[src/source/opd_pkg.sv]
/*
 * Opcode decoder package.
 * Word and fill types, the length level, operation kind and trap code
 * encodings, and the fixed opcode words of the supported subset.
 */
package opd_pkg;

    typedef logic [15:0] word_t;  // Instruction or extension word.
    typedef logic [1:0]  fill_t;  // Queue fill count, 0 to 3.

    // Number of queue words an operation occupies.
    typedef enum logic [1:0] {
        LVL_D = 2'd0,  // One word.
        LVL_C = 2'd1,  // Two words.
        LVL_B = 2'd2   // Three words.
    } level_t;

    typedef enum logic [3:0] {
        OP_ORI, OP_ANDI, OP_SUBI, OP_ADDI, OP_EORI, OP_CMPI,
        OP_BCC, OP_MOVEQ, OP_NOP,
        OP_TRAP, OP_ILLEGAL, OP_STOP, OP_RTE,
        OP_UNIMPL
    } op_kind_t;

    typedef enum logic [2:0] {
        TRAP_NONE,
        TRAP_1010,     // A-line.
        TRAP_1111,     // F-line.
        TRAP_ILLEGAL,
        TRAP_TRAP,
        TRAP_PRIV      // Supervisor only operation in user mode.
    } trap_t;

    // Fixed opcode words.
    localparam word_t WORD_ILLEGAL = 16'h4AFC;
    localparam word_t WORD_NOP     = 16'h4E71;
    localparam word_t WORD_STOP    = 16'h4E72;
    localparam word_t WORD_RTE     = 16'h4E73;

    localparam logic [15:0] TRAP_VEC_BASE = 16'h4E40;  // TRAP #0, vector in bits 3:0.

endpackage

[src/source/opcode_fetch.sv]
`timescale 1ns/1ns
/*
 * Opcode fetch controller.
 * Requests instruction words while the queue has room and drops
 * memory responses that belong to a request opened before a flush.
 */
module opcode_fetch (
    input  logic           CLK,
    input  logic           arst_n,
    input  logic           flush,
    input  opd_pkg::fill_t fill,
    input  logic           opcode_rdy,
    output logic           opcode_rd,
    output logic           word_take
);

    logic rd_q;     // Open read request.
    logic discard;  // Next response is stale.

    // The request is held until the memory answers. A flush or a pending
    // discard closes it so no new fetch starts before the old one returns.
    always_ff @(posedge CLK or negedge arst_n) begin : rd_ctrl
        if (!arst_n) begin
            rd_q <= 1'b0;
        end else if (opcode_rdy || discard || flush) begin
            rd_q <= 1'b0;
        end else if (fill < 2'd3) begin
            rd_q <= 1'b1;  // Room left in the queue.
        end
    end

    // Armed only when a request is really open, otherwise no response
    // would come to clear it.
    always_ff @(posedge CLK or negedge arst_n) begin : discard_ctrl
        if (!arst_n) begin
            discard <= 1'b0;
        end else if (flush && rd_q && !opcode_rdy) begin
            discard <= 1'b1;
        end else if (opcode_rdy) begin
            discard <= 1'b0;  // Stale word has arrived.
        end
    end

    assign opcode_rd = rd_q && !opcode_rdy;                 // Drop in the cycle of the answer.
    assign word_take = opcode_rdy && !discard && !flush;    // Same cycle flush also drops it.

endmodule

[src/source/prefetch_queue.sv]
`timescale 1ns/1ns
/*
 * Three word instruction queue, stages D, C and B.
 * Pops one to three words toward stage D and appends the fetched word
 * behind the remaining ones. Every word carries its own fault bit.
 */
module prefetch_queue (
    input  logic              CLK,
    input  logic              arst_n,
    input  logic              flush,
    input  logic              word_take,
    input  opd_pkg::word_t    opcode_data,
    input  logic              opcode_valid,
    input  logic              pop_ops,
    input  logic              pop_ext,
    input  opd_pkg::level_t   level,
    output opd_pkg::word_t    stage_d,
    output opd_pkg::word_t    stage_c,
    output opd_pkg::word_t    stage_b,
    output logic              fault_d,
    output logic              fault_c,
    output logic              fault_b,
    output opd_pkg::fill_t    fill
);

    import opd_pkg::*;

    word_t      word_q [0:2];  // Index 0 is stage D.
    word_t      word_sh [0:2];
    logic [2:0] flt_q;
    logic [2:0] flt_sh;
    fill_t      fill_q;
    fill_t      pop_cnt;       // Words removed this cycle.
    fill_t      left;          // Words that stay.
    logic       take_ok;

    // ======================================
    // Pop count and free slot
    // ======================================
    always_comb begin : pop_count
        pop_cnt = 2'd0;
        if (pop_ops) begin
            case (level)
                LVL_D:   pop_cnt = 2'd1;
                LVL_C:   pop_cnt = 2'd2;
                default: pop_cnt = 2'd3;
            endcase
        end else if (pop_ext) begin
            pop_cnt = 2'd1;
        end
    end

    assign left    = fill_q - pop_cnt;
    assign take_ok = word_take && (left != 2'd3);  // Full and no pop drops the word.

    // ======================================
    // Shift toward D, then append
    // ======================================
    always_comb begin : shift_stage
        word_sh = word_q;
        flt_sh  = flt_q;
        case (pop_cnt)
            2'd1: begin
                word_sh[0] = word_q[1];
                word_sh[1] = word_q[2];
                flt_sh[0]  = flt_q[1];
                flt_sh[1]  = flt_q[2];
            end
            2'd2: begin
                word_sh[0] = word_q[2];
                flt_sh[0]  = flt_q[2];
            end
            default: ;  // Nothing kept or nothing moved.
        endcase
        if (take_ok) begin
            word_sh[left] = opcode_data;   // First free stage.
            flt_sh[left]  = ~opcode_valid;
        end
    end

    always_ff @(posedge CLK or negedge arst_n) begin : fill_reg
        if (!arst_n) begin
            fill_q <= 2'd0;
        end else if (flush) begin
            fill_q <= 2'd0;  // Queue emptied.
        end else begin
            fill_q <= left + fill_t'(take_ok);
        end
    end

    always_ff @(posedge CLK) begin : word_reg
        word_q <= word_sh;
        flt_q  <= flt_sh;
    end

    assign stage_d = word_q[0];
    assign stage_c = word_q[1];
    assign stage_b = word_q[2];
    assign fault_d = flt_q[0];
    assign fault_c = flt_q[1];
    assign fault_b = flt_q[2];
    assign fill    = fill_q;

endmodule

[src/source/opcode_classifier.sv]
`timescale 1ns/1ns
/*
 * Opcode classifier.
 * Decodes the word in stage D into operation kind, length level and
 * trap code. Purely combinational.
 */
module opcode_classifier (
    input  opd_pkg::word_t    stage_d,
    input  logic              sbit,
    output opd_pkg::op_kind_t op_kind,
    output opd_pkg::level_t   level,
    output opd_pkg::trap_t    trap
);

    import opd_pkg::*;

    // ======================================
    // Operation kind
    // ======================================
    always_comb begin : kind_decode
        op_kind = OP_ILLEGAL;  // Anything not in the subset.
        case (stage_d[15:12])
            4'h0: begin
                if (stage_d[7:6] != 2'b11) begin  // Size 3 is not an immediate.
                    case (stage_d[11:9])
                        3'd0:    op_kind = OP_ORI;
                        3'd1:    op_kind = OP_ANDI;
                        3'd2:    op_kind = OP_SUBI;
                        3'd3:    op_kind = OP_ADDI;
                        3'd5:    op_kind = OP_EORI;
                        3'd6:    op_kind = OP_CMPI;
                        default: op_kind = OP_ILLEGAL;
                    endcase
                end
            end
            4'h4: begin
                if (stage_d[15:4] == TRAP_VEC_BASE[15:4]) begin
                    op_kind = OP_TRAP;  // 16 vectors.
                end else if (stage_d == WORD_ILLEGAL) begin
                    op_kind = OP_ILLEGAL;
                end else if (stage_d == WORD_NOP) begin
                    op_kind = OP_NOP;
                end else if (stage_d == WORD_STOP) begin
                    op_kind = OP_STOP;
                end else if (stage_d == WORD_RTE) begin
                    op_kind = OP_RTE;
                end
            end
            4'h6: op_kind = OP_BCC;
            4'h7: if (!stage_d[8]) op_kind = OP_MOVEQ;
            4'hA, 4'hF: op_kind = OP_UNIMPL;  // Line A and line F emulation.
            default: ;
        endcase
    end

    // ======================================
    // Trap code and length
    // ======================================
    always_comb begin : trap_decode
        trap = TRAP_NONE;
        case (op_kind)
            OP_UNIMPL:  trap = (stage_d[15:12] == 4'hA) ? TRAP_1010 : TRAP_1111;
            OP_ILLEGAL: trap = TRAP_ILLEGAL;
            OP_TRAP:    trap = TRAP_TRAP;
            OP_STOP, OP_RTE: if (!sbit) trap = TRAP_PRIV;  // User mode.
            default: ;
        endcase
    end

    always_comb begin : level_decode
        level = LVL_D;
        if (trap != TRAP_PRIV) begin  // Privileged stays on its first word.
            case (op_kind)
                OP_ORI, OP_ANDI, OP_SUBI, OP_ADDI, OP_EORI, OP_CMPI:
                    level = (stage_d[7:6] == 2'b10) ? LVL_B : LVL_C;  // Long needs two.
                OP_BCC: begin
                    if (stage_d[7:0] == 8'h00) begin
                        level = LVL_C;  // Word displacement.
                    end else if (stage_d[7:0] == 8'hFF) begin
                        level = LVL_B;  // Long displacement.
                    end
                end
                OP_STOP: level = LVL_C;  // Immediate status word.
                default: ;
            endcase
        end
    end

endmodule

[src/source/word_issue.sv]
`timescale 1ns/1ns
/*
 * Issue stage.
 * Serves operation word and extension word requests from the queue,
 * pops the used words and registers the words, trap code and faults.
 */
module word_issue (
    input  logic              CLK,
    input  logic              arst_n,
    input  logic              flush,
    input  logic              ow_req,
    input  logic              ew_req,
    input  opd_pkg::word_t    stage_d,
    input  opd_pkg::word_t    stage_c,
    input  opd_pkg::word_t    stage_b,
    input  logic              fault_d,
    input  logic              fault_c,
    input  logic              fault_b,
    input  opd_pkg::fill_t    fill,
    input  opd_pkg::op_kind_t op_kind,
    input  opd_pkg::level_t   level,
    input  opd_pkg::trap_t    trap,
    output logic              pop_ops,
    output logic              pop_ext,
    output logic              ow_ack,
    output logic              ew_ack,
    output opd_pkg::op_kind_t op,
    output opd_pkg::word_t    biw_0,
    output opd_pkg::word_t    biw_1,
    output opd_pkg::word_t    biw_2,
    output opd_pkg::word_t    ext_word,
    output opd_pkg::trap_t    trap_code,
    output logic              ow_valid,
    output logic              fc,
    output logic              fb
);

    import opd_pkg::*;

    logic ops_ready;  // Operation present in full.

    // D and C are always needed to know the level, B only for level B.
    assign ops_ready = ow_req && (fill >= 2'd2) && (level != LVL_B || fill == 2'd3);
    assign pop_ops   = ops_ready && (trap != TRAP_PRIV) && !flush;
    assign pop_ext   = ew_req && (fill != 2'd0) && !flush;

    always_ff @(posedge CLK or negedge arst_n) begin : handshake
        if (!arst_n) begin
            ow_ack <= 1'b0;
            ew_ack <= 1'b0;
        end else begin
            ow_ack <= pop_ops;  // One cycle pulse.
            ew_ack <= pop_ext;
        end
    end

    // ======================================
    // Trap code and fault status
    // ======================================
    always_ff @(posedge CLK or negedge arst_n) begin : status_reg
        if (!arst_n) begin
            trap_code <= TRAP_NONE;
            ow_valid  <= 1'b0;
            fc        <= 1'b0;
            fb        <= 1'b0;
        end else if (flush) begin
            trap_code <= TRAP_NONE;
            ow_valid  <= 1'b0;
            fc        <= 1'b0;
            fb        <= 1'b0;
        end else if (ops_ready) begin
            trap_code <= trap;  // Also for a privileged operation.
            case (level)
                LVL_D: begin
                    ow_valid <= ~fault_d;
                    fc       <= 1'b0;
                    fb       <= 1'b0;
                end
                LVL_C: begin
                    ow_valid <= ~(fault_d | fault_c);
                    fc       <= fault_c;
                    fb       <= 1'b0;
                end
                default: begin
                    ow_valid <= ~(fault_d | fault_c | fault_b);
                    fc       <= fault_c;
                    fb       <= fault_b;
                end
            endcase
        end else if (pop_ext) begin
            ow_valid <= ~fault_d;  // Extension word fault.
            fc       <= 1'b0;
            fb       <= 1'b0;
        end
    end

    // Words stay visible for a privileged operation, needed for stacking.
    always_ff @(posedge CLK) begin : word_out
        if (ops_ready && !flush) begin
            op    <= op_kind;
            biw_0 <= stage_d;
            biw_1 <= stage_c;  // Meaningful for level C and B.
            biw_2 <= stage_b;  // Meaningful for level B.
        end
        if (pop_ext) begin
            ext_word <= stage_d;
        end
    end

endmodule

[src/source/opcode_decoder.sv]
`timescale 1ns/1ns
/*
 * Instruction word decoder, first pipeline stage.
 * Fetch control, prefetch queue, classifier and issue stage.
 */
module opcode_decoder (
    input  logic              CLK,
    input  logic              arst_n,
    input  logic              flush,
    input  logic              sbit,
    input  logic              ow_req,
    input  logic              ew_req,
    input  logic              opcode_rdy,
    input  logic              opcode_valid,
    input  opd_pkg::word_t    opcode_data,
    output logic              opcode_rd,
    output logic              ow_ack,
    output logic              ew_ack,
    output opd_pkg::op_kind_t op,
    output opd_pkg::word_t    biw_0,
    output opd_pkg::word_t    biw_1,
    output opd_pkg::word_t    biw_2,
    output opd_pkg::word_t    ext_word,
    output opd_pkg::trap_t    trap_code,
    output logic              ow_valid,
    output logic              fc,
    output logic              fb
);

    import opd_pkg::*;

    logic     word_take;             // Fetched word enters the queue.
    logic     pop_ops;
    logic     pop_ext;
    word_t    stage_d;
    word_t    stage_c;
    word_t    stage_b;
    logic     fault_d;
    logic     fault_c;
    logic     fault_b;
    fill_t    fill;
    op_kind_t op_kind;               // Decode of stage D.
    level_t   level;
    trap_t    trap;

    opcode_fetch i_opcode_fetch (
        .CLK        (CLK),
        .arst_n     (arst_n),
        .flush      (flush),
        .fill       (fill),
        .opcode_rdy (opcode_rdy),
        .opcode_rd  (opcode_rd),
        .word_take  (word_take)
    );

    prefetch_queue i_prefetch_queue (
        .CLK          (CLK),
        .arst_n       (arst_n),
        .flush        (flush),
        .word_take    (word_take),
        .opcode_data  (opcode_data),
        .opcode_valid (opcode_valid),
        .pop_ops      (pop_ops),
        .pop_ext      (pop_ext),
        .level        (level),
        .stage_d      (stage_d),
        .stage_c      (stage_c),
        .stage_b      (stage_b),
        .fault_d      (fault_d),
        .fault_c      (fault_c),
        .fault_b      (fault_b),
        .fill         (fill)
    );

    opcode_classifier i_opcode_classifier (
        .stage_d (stage_d),
        .sbit    (sbit),
        .op_kind (op_kind),
        .level   (level),
        .trap    (trap)
    );

    word_issue i_word_issue (
        .CLK       (CLK),
        .arst_n    (arst_n),
        .flush     (flush),
        .ow_req    (ow_req),
        .ew_req    (ew_req),
        .stage_d   (stage_d),
        .stage_c   (stage_c),
        .stage_b   (stage_b),
        .fault_d   (fault_d),
        .fault_c   (fault_c),
        .fault_b   (fault_b),
        .fill      (fill),
        .op_kind   (op_kind),
        .level     (level),
        .trap      (trap),
        .pop_ops   (pop_ops),
        .pop_ext   (pop_ext),
        .ow_ack    (ow_ack),
        .ew_ack    (ew_ack),
        .op        (op),
        .biw_0     (biw_0),
        .biw_1     (biw_1),
        .biw_2     (biw_2),
        .ext_word  (ext_word),
        .trap_code (trap_code),
        .ow_valid  (ow_valid),
        .fc        (fc),
        .fb        (fb)
    );

endmodule

[config.mk]
export PLATFORM = sky130hd
export DESIGN_NAME = opcode_decoder
export DESIGN_NICKNAME = d
export VERILOG_FILES = /design/src/source/opd_pkg.sv /design/src/source/opcode_fetch.sv /design/src/source/prefetch_queue.sv /design/src/source/opcode_classifier.sv /design/src/source/word_issue.sv /design/src/source/opcode_decoder.sv
export SDC_FILE = /design/constraint.sdc
export NUM_CORES = 1
export LEC_CHECK = 0
export BUFFER_PORTS_ARGS = -buffer_cell sky130_fd_sc_hd__buf_2
export CELL_PAD_IN_SITES_DETAIL_PLACEMENT = 2
export CELL_PAD_IN_SITES_GLOBAL_PLACEMENT = 2
export CORE_ASPECT_RATIO = 0.5
export CORE_MARGIN = 2
export CORE_UTILIZATION = 38
export DETAILED_ROUTE_END_ITERATION = 7
export HOLD_SLACK_MARGIN = 0.06
export PLACE_DENSITY_LB_ADDON = 0.3
export SLEW_MARGIN = 40
export SYNTH_ARGS = -nofsm -noshare
export SYNTH_HDL_FRONTEND = slang
export SYNTH_SLANG_ARGS = --single-unit
[constraint.sdc]
create_clock -name CLK -period 5.1 [get_ports CLK]
set_input_delay 1.02 -clock CLK [delete_from_list [all_inputs] [get_ports CLK]]
set_output_delay 1.02 -clock CLK [all_outputs]
set_load 0.03 [all_outputs]
# [Yosys cells after proc, flatten, opt, wreduce, memory -nomap -nowiden]
# Cells that the tools add are included.
[word_totals] reg_bits=131 inputBits=24 out_inout_bits=77 wordCells=155
[classes] add_sub_neg=2 order_cmp=6 n_eq_ne=36 muxes=50 n_bitwise=7 n_reduce_logical=35
[ops] operator="== test 16 x 15 -> 1 bit (second input constant)" n=4
[ops] operator="bitwise mux 48 bit" n=1
[ops] operator="two-way mux 48 bit" n=1
[ops] operator="demux 16 bit (select 2 bit)" n=1
[ops] operator="two-way mux 16 bit" n=2
[ops] operator="case mux 16 bit (2 select lines)" n=1
[ops] operator="== test 4 bit (second input constant)" n=7
[ops] operator="== test 4 x 3 -> 1 bit (second input constant)" n=6
[ops] operator="two-way mux 4 bit" n=6
[ops] operator="case mux 4 bit (6 select lines)" n=1
[ops] operator="case mux 4 bit (5 select lines)" n=1
[ops] operator="two-way mux 1 bit" n=17
[ops] operator="two-way mux 2 bit" n=8
[ops] operator="logical AND 1 bit" n=15
[ops] operator="== test 12 x 11 -> 1 bit (second input constant)" n=1
[ops] operator="two-way mux 3 bit" n=4
[ops] operator="case mux 3 bit (4 select lines)" n=1
[ops] operator="== test 4 x 2 -> 1 bit (second input constant)" n=2
[ops] operator="== test 8 bit (second input constant)" n=1
[ops] operator="zero test 4 bit" n=2
[ops] operator="zero test 8 bit" n=1
[ops] operator="nonzero test 2 bit" n=4
[ops] operator="== test 2 bit (second input constant)" n=3
[ops] operator="== test 3 x 2 -> 1 bit (second input constant)" n=2
[ops] operator="other kinds (29)" n=44

# [Longest topological paths before layout]
# Gate-level depths: netlist of the first run.
[logic_depth] word_depth=26 ltp_mapped=14 ltp_nobuf=13

# [Hierarchy]
# A second synthesis of the first run with hierarchy kept.
[hier_totals] hier_cells=379 area_unflattened_um2=5372.7
[modules_own_cells] mod="word_issue" n_inst=1 cells_per_inst=111 area_per_inst_um2=2449.8 seq_area_each_um2=2242.2
[modules_own_cells] mod="prefetch_queue" n_inst=1 cells_per_inst=191 area_per_inst_um2=2366.0 seq_area_each_um2=1241.2
[modules_own_cells] mod="opcode_classifier" n_inst=1 cells_per_inst=69 area_per_inst_um2=462.9 seq_area_each_um2=0.0
[modules_own_cells] mod="opcode_fetch" n_inst=1 cells_per_inst=8 area_per_inst_um2=93.8 seq_area_each_um2=50.0

# [Least setup slack after synthesis of the first run]
# Ideal clock, no wire load.
[synth_path] kind="input-to-reg" from="in sbit" to="reg i_prefetch_queue.flt_q[2] (enable)" setup_ps=390 arrival_time_ps=3886 required_ps=4710 slack_ps=824 cell_stages=10 path_buffers=0 cell_sequence="or4_1 -> or4_4 -> nand4b_1 -> nor2_2 -> mux2_2 -> ha_1 -> xnor2_1 -> nand3_2 -> nor2b_1 -> nor2_1"
[synth_between] elab_chain_cells=13 elab_cells_between_ends=16 classes_between="add/sub: 1; eq/ne: 4; mux: 5; reduce/logical: 6"
[synth_lines] element="from (decl)" line="opcode_decoder.sv:10" source="input logic sbit,"
[synth_lines] element="two-way mux 3 bit *" line="opcode_classifier.sv:65" source="OP_STOP, OP_RTE: if (!sbit) trap = TRAP_PRIV;"
[synth_lines] element="case mux 3 bit (4 select lines) *" line="opcode_classifier.sv:61" source="case (op_kind)"
[synth_lines] element="inequality test 3 bit *" line="opcode_classifier.sv:72, word_issue.sv:44"
[synth_lines] element="two-way mux 2 bit" line="opcode_classifier.sv:72" source="if (trap != TRAP_PRIV) begin"
[synth_lines] element="inequality test 2 bit" line="word_issue.sv:43" source="assign ops_ready = ow_req && (fill >= 2'd2) && (level != LVL_B || fill == 2'd3);"
[synth_lines] element="logical OR 1 bit" line="word_issue.sv:43"
[synth_lines] element="logical AND 1 bit" line="word_issue.sv:43"
[synth_lines] element="logical AND 1 bit * (2 in series)" line="word_issue.sv:44" source="assign pop_ops = ops_ready && (trap != TRAP_PRIV) && !flush;"
[synth_lines] element="via i_prefetch_queue.pop_ops" line="prefetch_queue.sv:14" source="input logic pop_ops,"
[synth_lines] element="two-way mux 2 bit *" line="prefetch_queue.sv:42" source="if (pop_ops) begin"
[synth_lines] element="subtractor 2 bit *" line="prefetch_queue.sv:53" source="assign left = fill_q - pop_cnt;"
[synth_lines] element="inequality test 2 bit *" line="prefetch_queue.sv:54" source="assign take_ok = word_take && (left != 2'd3);"
[synth_lines] element="logical AND 1 bit *" line="prefetch_queue.sv:54"
[synth_lines] element="to (signal assigned)" line="prefetch_queue.sv:93" source="flt_q <= flt_sh;"
[synth_lines] element="to (decl)" line="prefetch_queue.sv:30" source="logic [2:0] flt_q;"
# The timed path passes the listed nets; every way through them passes the cells marked *.
# A chain may end at the register's enable or synchronous reset.

# [Worst setup path in the final report of the first run]
[layout_path] from="reg i_prefetch_queue.word_q, in the netlist i_prefetch_queue.stage_d[14]" to="reg i_prefetch_queue.fill_q[1] (netlist: i_prefetch_queue.fill[1])"
[layout_between] elab_chain_cells=23 elab_cells_between_ends=51 classes_between="add/sub: 2; eq/ne: 25; mux: 13; reduce/logical: 11"
[layout_lines] element="from (decl)" line="prefetch_queue.sv:28" source="word_t word_q [0:2];"
[layout_lines] element="from (signal assigned)" line="prefetch_queue.sv:92" source="word_q <= word_sh;"
[layout_lines] element="== test 16 x 15 -> 1 bit" line="opcode_classifier.sv:45" source="end else if (stage_d == WORD_RTE) begin"
[layout_lines] element="two-way mux 3 bit" line="opcode_classifier.sv:45"
[layout_lines] element="two-way mux 4 bit" line="opcode_classifier.sv:43" source="end else if (stage_d == WORD_STOP) begin"
[layout_lines] element="two-way mux 4 bit" line="opcode_classifier.sv:41" source="end else if (stage_d == WORD_NOP) begin"
[layout_lines] element="two-way mux 4 bit" line="opcode_classifier.sv:39" source="end else if (stage_d == WORD_ILLEGAL) begin"
[layout_lines] element="two-way mux 4 bit" line="opcode_classifier.sv:37" source="if (stage_d[15:4] == TRAP_VEC_BASE[15:4]) begin"
[layout_lines] element="case mux 4 bit (5 select lines)" line="opcode_classifier.sv:22" source="case (stage_d[15:12])"
[layout_lines] element="== test 4 bit, on equally long branches" line="opcode_classifier.sv:61, opcode_classifier.sv:73"
[layout_lines] element="[7 not listed]"
[layout_lines] element="logical AND 1 bit * (2 in series)" line="word_issue.sv:44"
[layout_lines] element="via i_prefetch_queue.pop_ops" line="prefetch_queue.sv:14"
[layout_lines] element="two-way mux 2 bit *" line="prefetch_queue.sv:42"
[layout_lines] element="subtractor 2 bit *" line="prefetch_queue.sv:53"
[layout_lines] element="inequality test 2 bit" line="prefetch_queue.sv:54"
[layout_lines] element="logical AND 1 bit" line="prefetch_queue.sv:54"
[layout_lines] element="adder 2 x 1 -> 2 bit *" line="prefetch_queue.sv:87" source="fill_q <= left + fill_t'(take_ok);"
[layout_lines] element="two-way mux 2 bit *" line="prefetch_queue.sv:84" source="end else if (flush) begin"
[layout_lines] element="to (signal assigned)" line="prefetch_queue.sv:87"
[layout_lines] element="to (decl)" line="prefetch_queue.sv:32" source="fill_t fill_q;"
# Marks and branches as above.

==> results of run 1 <==
worst max-delay path: cells and delay by family (launching register included):
kind | cells | cell delay, ns
compound gates | 1 | 0.18
fa+ha+maj | 2 | 0.39
simple gates | 7 | 1.98
flops | 1 | 0.71
mux | 2 | 0.62
xor+xnor | 1 | 0.30
cell usage after synthesis, drive strengths merged (5+ instances only):
library cell	instances
or4	5
nor2	25
nand2	22
a21oi	12
dfxtp	34
inv	11
edfxtp	85
clkbuf	12
dfrtp	12
mux2	50
a22oi	14
o21ai	22
buf	6
worst min-delay path by stage:
stage / start / endpoint / slack, ns / cells past startpoint
CTS: i_prefetch_queue.stage_c[7] / i_word_issue.biw_1[7] / 0.46 / 0
floorplan: i_prefetch_queue.stage_d[12] / i_word_issue.biw_0[12] / 0.42 / 0
finish: i_prefetch_queue.stage_c[7] / i_word_issue.biw_1[7] / 0.46 / 0
global placement: i_prefetch_queue.stage_c[14] / i_word_issue.biw_1[14] / 0.44 / 0
detailed placement: i_prefetch_queue.stage_c[7] / i_word_issue.biw_1[7] / 0.44 / 0
global route: i_prefetch_queue.stage_c[7] / i_word_issue.biw_1[7] / 0.48 / 0
cell families (layout without fill, tap and decap cells):
group | Yosys count | count (layout)
adders and majority gates | 4 | 4
and+or+nand+nor | 85 | 85
buffers and inverters | 29 | 148
DFF | 131 | 131
AOI/OAI and AO/OA | 71 | 71
muxes | 53 | 53
xor gates and xnor gates | 2 | 2
power groups by stage:
stage | logic (mW) | clock network, mW | registers [mW]
5_1_grt | 1.01 | 1.26 | 1.70
6_report | 0.917 | 1.20 | 1.67
3_5_place_dp | 0.900 | 0 | 1.69
2_1_floorplan | 0.635 | 0 | 1.62
3_3_place_gp | 0.839 | 0 | 1.66
4_1_cts | 0.921 | 1.21 | 1.67
placed cells by master, fill, tap and decap left out, drive strengths merged, types with 2 or more instances in the layout:
cell type,instances
mux2i,3
a31oi,3
o21a,2
inv,12
a21oi,12
nand4,4
mux2,50
nand4b,3
ha,4
nand3,3
dfxtp,34
bufinv,2
a221oi,3
or4,5
nor3b,4
nand2,22
buf,105
nor2b,4
nor4,2
or3,2
clkinv,7
o21ai,22
dfrtp,12
nand2b,3
nor2,25
a22oi,14
a311oi,3
nor3,3
clkbuf,20
edfxtp,85
clkinvlp,2
per-layer routing:
metal	track usage [%]	vias up	part of all wire [%]
li1	-	1642	-
met1	28.0	1858	46
met3	5.04	27	3.3
met2	36.0	82	48
met5	0	-	0
met4	7.23	0	2.0
area by class of cell:
cell class / count / area [sq um] / share of cell area, %
Timing Repair Buffer: 105 / 538 / 8.20
Sequential cell: 131 / 3530 / 53.9
Multi-Input combinational cell: 215 / 1640 / 24.9
Clock inverter: 12 / 134 / 2.04
Inverter: 11 / 41.3 / 0.629
Clock buffer: 20 / 437 / 6.66
Tap cell: 192 / 240 / 3.66
metrics by stage:
| step | total power, mW | hold WS, ns |
|---|---|---|
| 2_1_floorplan | 2.26 | 0.420 |
| 3_5_place_dp | 2.59 | 0.444 |
| 5_1_grt | 3.98 | 0.480 |
| 3_3_place_gp | 2.50 | 0.440 |
| 4_1_cts | 3.81 | 0.459 |
| 6_report | 3.78 | 0.458 |
==> impl_results.md, run 1 <==
- Final WS setup: 0.798 ns
- CP peak stage delay: 0.71 ns
- Post-CTS setup buffers: 0
- Post-Synth Simple-Gate Area: 9.06%
- Via Count: 3609
- Row cnt: 30
- Post-Synth XOR/XNOR Area: 0.332%
- CTS sink cnt: 131
- Inst Count DP: 654
- DRT iter0 DRCs: 162
- Final Setup Violations: 0
- Clock transition at the registers of the reported paths: 0.06 ns
- Kind of critical path: reg -> reg
- Diodes inserted: 0
- Overall global routing resource usage: 21.6%
- Worst reg2reg path endpoint: i_prefetch_queue.fill[1]
- Nature of the critical path startpoint: flip-flop
- Worst reg-to-reg path cell count: 13
- Area delta synth->final: 24.3%
- Root buf cell: clkbuf_16
- Compound-Gate Fraction of Synth Area: 8.96%
- FILL cells: 1357
- Worst-margin pin slew: 0.744 ns
- Synthesized area: 5280 sq um
- Final std cells w/o fill: 686
- DIE AREA: 14900 sq um
- Avg Inst Size Synth: 14.1 sq um
- WL per Instance: 21.9 um
- Clk network pwr share: 31.6%
- Reported net switching power: 1.26 mW
- Fraction of layout cells with a size suffix above 1: 38.5%
- Share of the yosys chip area belonging to registers: 67.0%
- Skew final: 0.0233 ns
- Leak: 2.49 nW
- H-tree depth: 4
- Crit path to: i_prefetch_queue.fill[1]
- First-pass GRT wire length: 23300 um
- Cells along the critical path: or4b_4 -> or4_4 -> nand4b_1 -> nor2_2 -> mux2_2 -> ha_1 -> xnor2_1 -> nand3_2 -> nor2b_1 -> o21a_1 -> ha_1 -> nor2b_1 -> mux2_2
- Syn Nets: 403
- Slowest cell on the critical path: dfxtp_1
- CP required: 5.42 ns
- Synth area leaders: edfxtp_1 (48%), dfxtp_1 (13%), mux2_2 (8.7%), dfrtp_1 (5.7%), a22oi_1 (2.0%)
- HP Class: reg -> reg
- Fin crit period: 4.30 ns
- CTS Buffer Depth: 2
- Cell Pwr Density: 577 nW/um^2
- Int Pwr: 2.52 mW
- Top-area cell type share of the netlist area: 48.4%
- Final Routed Wirelength: 15000 um
- Max-Cap Viols: 0
- Final Hold Vio Count: 0
- Largest family of logic cells by synthesized area: multiplexers
- Largest net degree at the start of global routing: 53
- Setup TNS: 0 ns
- Layout Utilization: 48.4%
- Hpwl dp: 9920 um
- Post-layout net count: 509
- Status: complete, no violations
- IO Port Bufs: 100
- Number of synthesized flops with an enable pin: 85
- Routed vias/inst: 5.26
- Leading area contributor after synthesis: edfxtp_1
- Antenna violations before repair: 0
- Routability cong.: 0.782
- Adder-cell share of the synthesized area: 0.948%
- Die X: 171 um
- Pre-CTS worst setup slack: 0.736 ns
- Final Cell Area: 6560 sq um
- Proportion of power drawn by combinational gates: 24.3%
- CP startpoint: i_prefetch_queue.stage_d[14]
- Reg2Reg Launch Point: i_prefetch_queue.stage_d[14]
- Peak VDD IR: 264 uV
- Yosys reg bits: 131
- Post-placement cell area: 5980 sq um
- Ports: 101
- Post-synth ARST share: 9.16%
- Post-synthesis mux area share: 11.2%
- Crit path max fanout: 16
- CTS Buf Count: 17
- First-pass iteration count of the detailed router: 5
- Crit path capture type: flip-flop
- Initial Util: 38.9%
- Sequential Power Share: 44.1%
- Cells after Synth: 375
- Fin. max-slew vios: 0
- Total global routing overflow: 0
- Period utilisation layout: 84.3%
- Top FF cell, synth: edfxtp_1
- Cell variety after synth: 57
- Antenna-violating nets left: 0
- Slew HR: 50.4%
- Area of the core: 13600 sq um
- R2R Setup Slk: 0.80 ns
- RSZ-0062 raised after global routing: false
- Later-pin clock latency in the skew report: 0.43 ns
- Number of global-route vias before repair: 3909
- Die Y: 87.3 um
- Resized Gates After CTS: 0
- Sw frac: 33.4%
- CTS tree: yes
- Max frequency: 232 MHz
- Yosys warns: 0
- WP data arrival: 4.62 ns
- DRC: 0
- Hold-fix buffers, CTS: 0
Power figures use the tool's default switching activity.
==> run 2: changes to the inputs <==
--- a/config.mk
+++ b/config.mk
@@ -10,7 +10,7 @@
 export CELL_PAD_IN_SITES_GLOBAL_PLACEMENT = 2
 export CORE_ASPECT_RATIO = 0.5
 export CORE_MARGIN = 2
-export CORE_UTILIZATION = 38
+export CORE_UTILIZATION = 34
 export DETAILED_ROUTE_END_ITERATION = 7
 export HOLD_SLACK_MARGIN = 0.06
 export PLACE_DENSITY_LB_ADDON = 0.3
==> constraint.sdc (replaced) <==
create_clock -name CLK -period 3.9 [get_ports CLK]
set_input_delay 0.78 -clock CLK [delete_from_list [all_inputs] [get_ports CLK]]
set_output_delay 0.78 -clock CLK [all_outputs]
set_load 0.03 [all_outputs]
==> impl_results.md, run 2 (synthesis results as in run 1) <==
- Status: complete, no violations (unchanged)
- Cell Pwr Density: 756 nW/um^2 (was 577 nW/um^2)
- Root buf cell: clkbuf_16 (unchanged)
- Die X: 180 um (was 171 um)
- RSZ-0062 raised after global routing: false (unchanged)
- Ports: 101 (unchanged)
- Final Setup Violations: 0 (unchanged)
- CTS tree: yes (unchanged)
- First-pass GRT wire length: 23200 um (was 23300 um)
- Overall global routing resource usage: 18.9% (was 21.6%)
- WHS: 0.231 ns (was 0.458 ns)
- Crit path capture type: flip-flop (unchanged)
- Antenna-violating nets left: 0 (unchanged)
- Via Count: 3617 (was 3609)
- Proportion of power drawn by combinational gates: 26.5% (was 24.3%)
- Area of the core: 15300 sq um (was 13600 sq um)
- Slowest cell on the critical path: or4_4 (was dfxtp_1)
- Int Pwr: 3.44 mW (was 2.52 mW)
- Initial Util: 34.5% (was 38.9%)
- CTS sink cnt: 131 (unchanged)
- Final Routed Wirelength: 15100 um (was 15000 um)
- Post-layout net count: 526 (was 509)
- Crit path max fanout: 7 (was 16)
- Row cnt: 32 (was 30)
- First-pass iteration count of the detailed router: 4 (was 5)
- Die Y: 92.1 um (was 87.3 um)
- CTS Buffer Depth: 2 (unchanged)
- Worst-margin pin slew: 0.715 ns (was 0.744 ns)
- Fin. max-slew vios: 0 (unchanged)
- Slew HR: 52.4% (was 50.4%)
- Routed vias/inst: 5.06 (was 5.26)
- Fin crit period: 3.71 ns (was 4.30 ns)
- Peak VDD IR: 380 uV (was 264 uV)
- CTS Buf Count: 17 (unchanged)
- Post-CTS setup buffers: 0 (unchanged)
- Resized Gates After CTS: 0 (unchanged)
- Area of the multi-input gates: 1630 sq um (was 1640 sq um)
- DIE AREA: 16600 sq um (was 14900 sq um)
- Sequential Power Share: 41.1% (was 44.1%)
- Most frequent cells in the layout: buf_2 (100), edfxtp_1 (85), mux2_2 (41), dfxtp_1 (34), nand2_1 (22) (unchanged)
- DRT iter0 DRCs: 219 (was 162)
- Commonest non-fill, non-tap cell in the layout: buf_2 (unchanged)
- Period utilisation layout: 95.2% (was 84.3%)
- Later-pin clock latency in the skew report: 0.43 ns (about the same)
- Total global routing overflow: 0 (unchanged)
- Sw frac: 32.8% (was 33.4%)
- Final Hold Vio Count: 0 (unchanged)
- CP required: 4.21 ns (was 5.42 ns)
- FILL cells: 1556 (was 1357)
- HP Class: in -> async (was reg -> reg)
- Reported net switching power: 1.68 mW (was 1.26 mW)
- Hpwl dp: 10100 um (was 9920 um)
- CP peak stage delay: 0.62 ns (was 0.71 ns)
- Leak: 2.59 nW (was 2.49 nW)
- Final Cell Area: 6770 sq um (was 6560 sq um)
- WL per Instance: 21.0 um (was 21.9 um)
- Kind of critical path: reg -> reg (unchanged)
- FF+latch area: 3530 sq um (unchanged)
- Post-placement cell area: 6160 sq um (was 5980 sq um)
- Max-Cap Viols: 0 (unchanged)
- Routability cong.: 0.745 (was 0.782)
- Diodes inserted: 0 (unchanged)
- H-tree depth: 4 (unchanged)
- Number of global-route vias before repair: 4008 (was 3909)
- Max frequency: 269 MHz (was 232 MHz)
- IO Port Bufs: 100 (unchanged)
- Setup TNS: 0 ns (unchanged)
- Nature of the critical path startpoint: flip-flop (unchanged)
- Area delta synth->final: 28.3% (was 24.3%)
- DRC: 0 (unchanged)
- Hold-fix buffers, CTS: 0 (unchanged)
- WP data arrival: 4.02 ns (was 4.62 ns)
- Clock transition at the registers of the reported paths: 0.06 ns (about the same)
- Fraction of layout cells with a size suffix above 1: 40.3% (was 38.5%)
- Antenna violations before repair: 0 (unchanged)
- Skew final: 0.0134 ns (was 0.0233 ns)
- Cells along the critical path: nand4b_1 -> or4_4 -> nand4b_1 -> nor2_2 -> mux2_2 -> ha_1 -> xnor2_1 -> nand3_2 -> nor2b_1 -> o21a_1 -> ha_1 -> nor2b_1 -> mux2_2 (was or4b_4 -> or4_4 -> nand4b_1 -> nor2_2 -> mux2_2 -> ha_1 -> xnor2_1 -> nand3_2 -> nor2b_1 -> o21a_1 -> ha_1 -> nor2b_1 -> mux2_2)
- Largest net degree at the start of global routing: 53 (unchanged)
- Clk network pwr share: 32.4% (was 31.6%)
- Power, Total: 5.12 mW (was 3.78 mW)
-- run 2: worst paths after layout --
| check | end | slack, ns | cells past startpoint | from |
|---|---|---|---|---|
| min in group CLK | i_word_issue.biw_1[4] | 0.46 | 0 | i_prefetch_queue.stage_c[4] |
| worst min register to register | i_word_issue.biw_1[4] | 0.46 | 0 | i_prefetch_queue.stage_c[4] |
| max in group asynchronous | i_word_issue.trap_code[2] | 3.44 | 1 | arst_n |
| worst max register to register | i_prefetch_queue.fill[1] | 0.19 | 13 | i_prefetch_queue.stage_d[9] |
| worst min-delay path | i_word_issue.fb | 0.23 | 1 | arst_n |
| worst max-delay path | i_prefetch_queue.fill[1] | 0.19 | 13 | i_prefetch_queue.stage_d[9] |
-- run 2: critical path, delay by kind of cell, from the launching register on --
family	cells	cell delay, ns
simple gates	7	1.65
mux	2	0.56
flops	1	0.54
fa+ha+maj	2	0.37
xor+xnor	1	0.28
compound gates	1	0.17
-- run 2: layer usage --
metal / share of wire (%) / vias to the layer above / track usage (%)
met5: 0 / - / 0
li1: - / 1681 / -
met3: 3.6 / 14 / 3.77
met2: 51 / 65 / 33.1
met4: 0.98 / 0 / 7.73
met1: 45 / 1857 / 23.1
-- run 2: power groups by stage --
stage	registers, mW	clock network (mW)	logic, mW
after floorplan	2.12	0	0.833
after global placement	2.11	0	1.27
after detailed placement	2.12	0	1.34
after CTS	2.11	1.69	1.38
after global routing	2.15	1.75	1.49
final	2.11	1.66	1.36
-- run 2: cell type report --
type                            instances  share of cell area, %
Sequential cell                       131                   52.2
Multi-Input combinational cell        215                   24.1
Timing Repair Buffer                  122                   10.4
Clock buffer                           18                   6.34
Tap cell                              204                   3.77
Clock inverter                         14                   2.61
Inverter                               11                  0.610
-- run 2: per-stage QoR --
| stage | std cells | setup slack, ns | utilization (%) |
|---|---|---|---|
| 6_report | 715 | 0.189 | 44.3 |
| 5_1_grt | 715 | 0.00369 | 44.3 |
| 4_1_cts | 715 | 0.208 | 44.2 |
| 3_5_place_dp | 683 | 0.0216 | 40.3 |
| 3_3_place_gp | 683 | 0.137 | 40.3 |
| 2_1_floorplan | 375 | 0.133 | - |
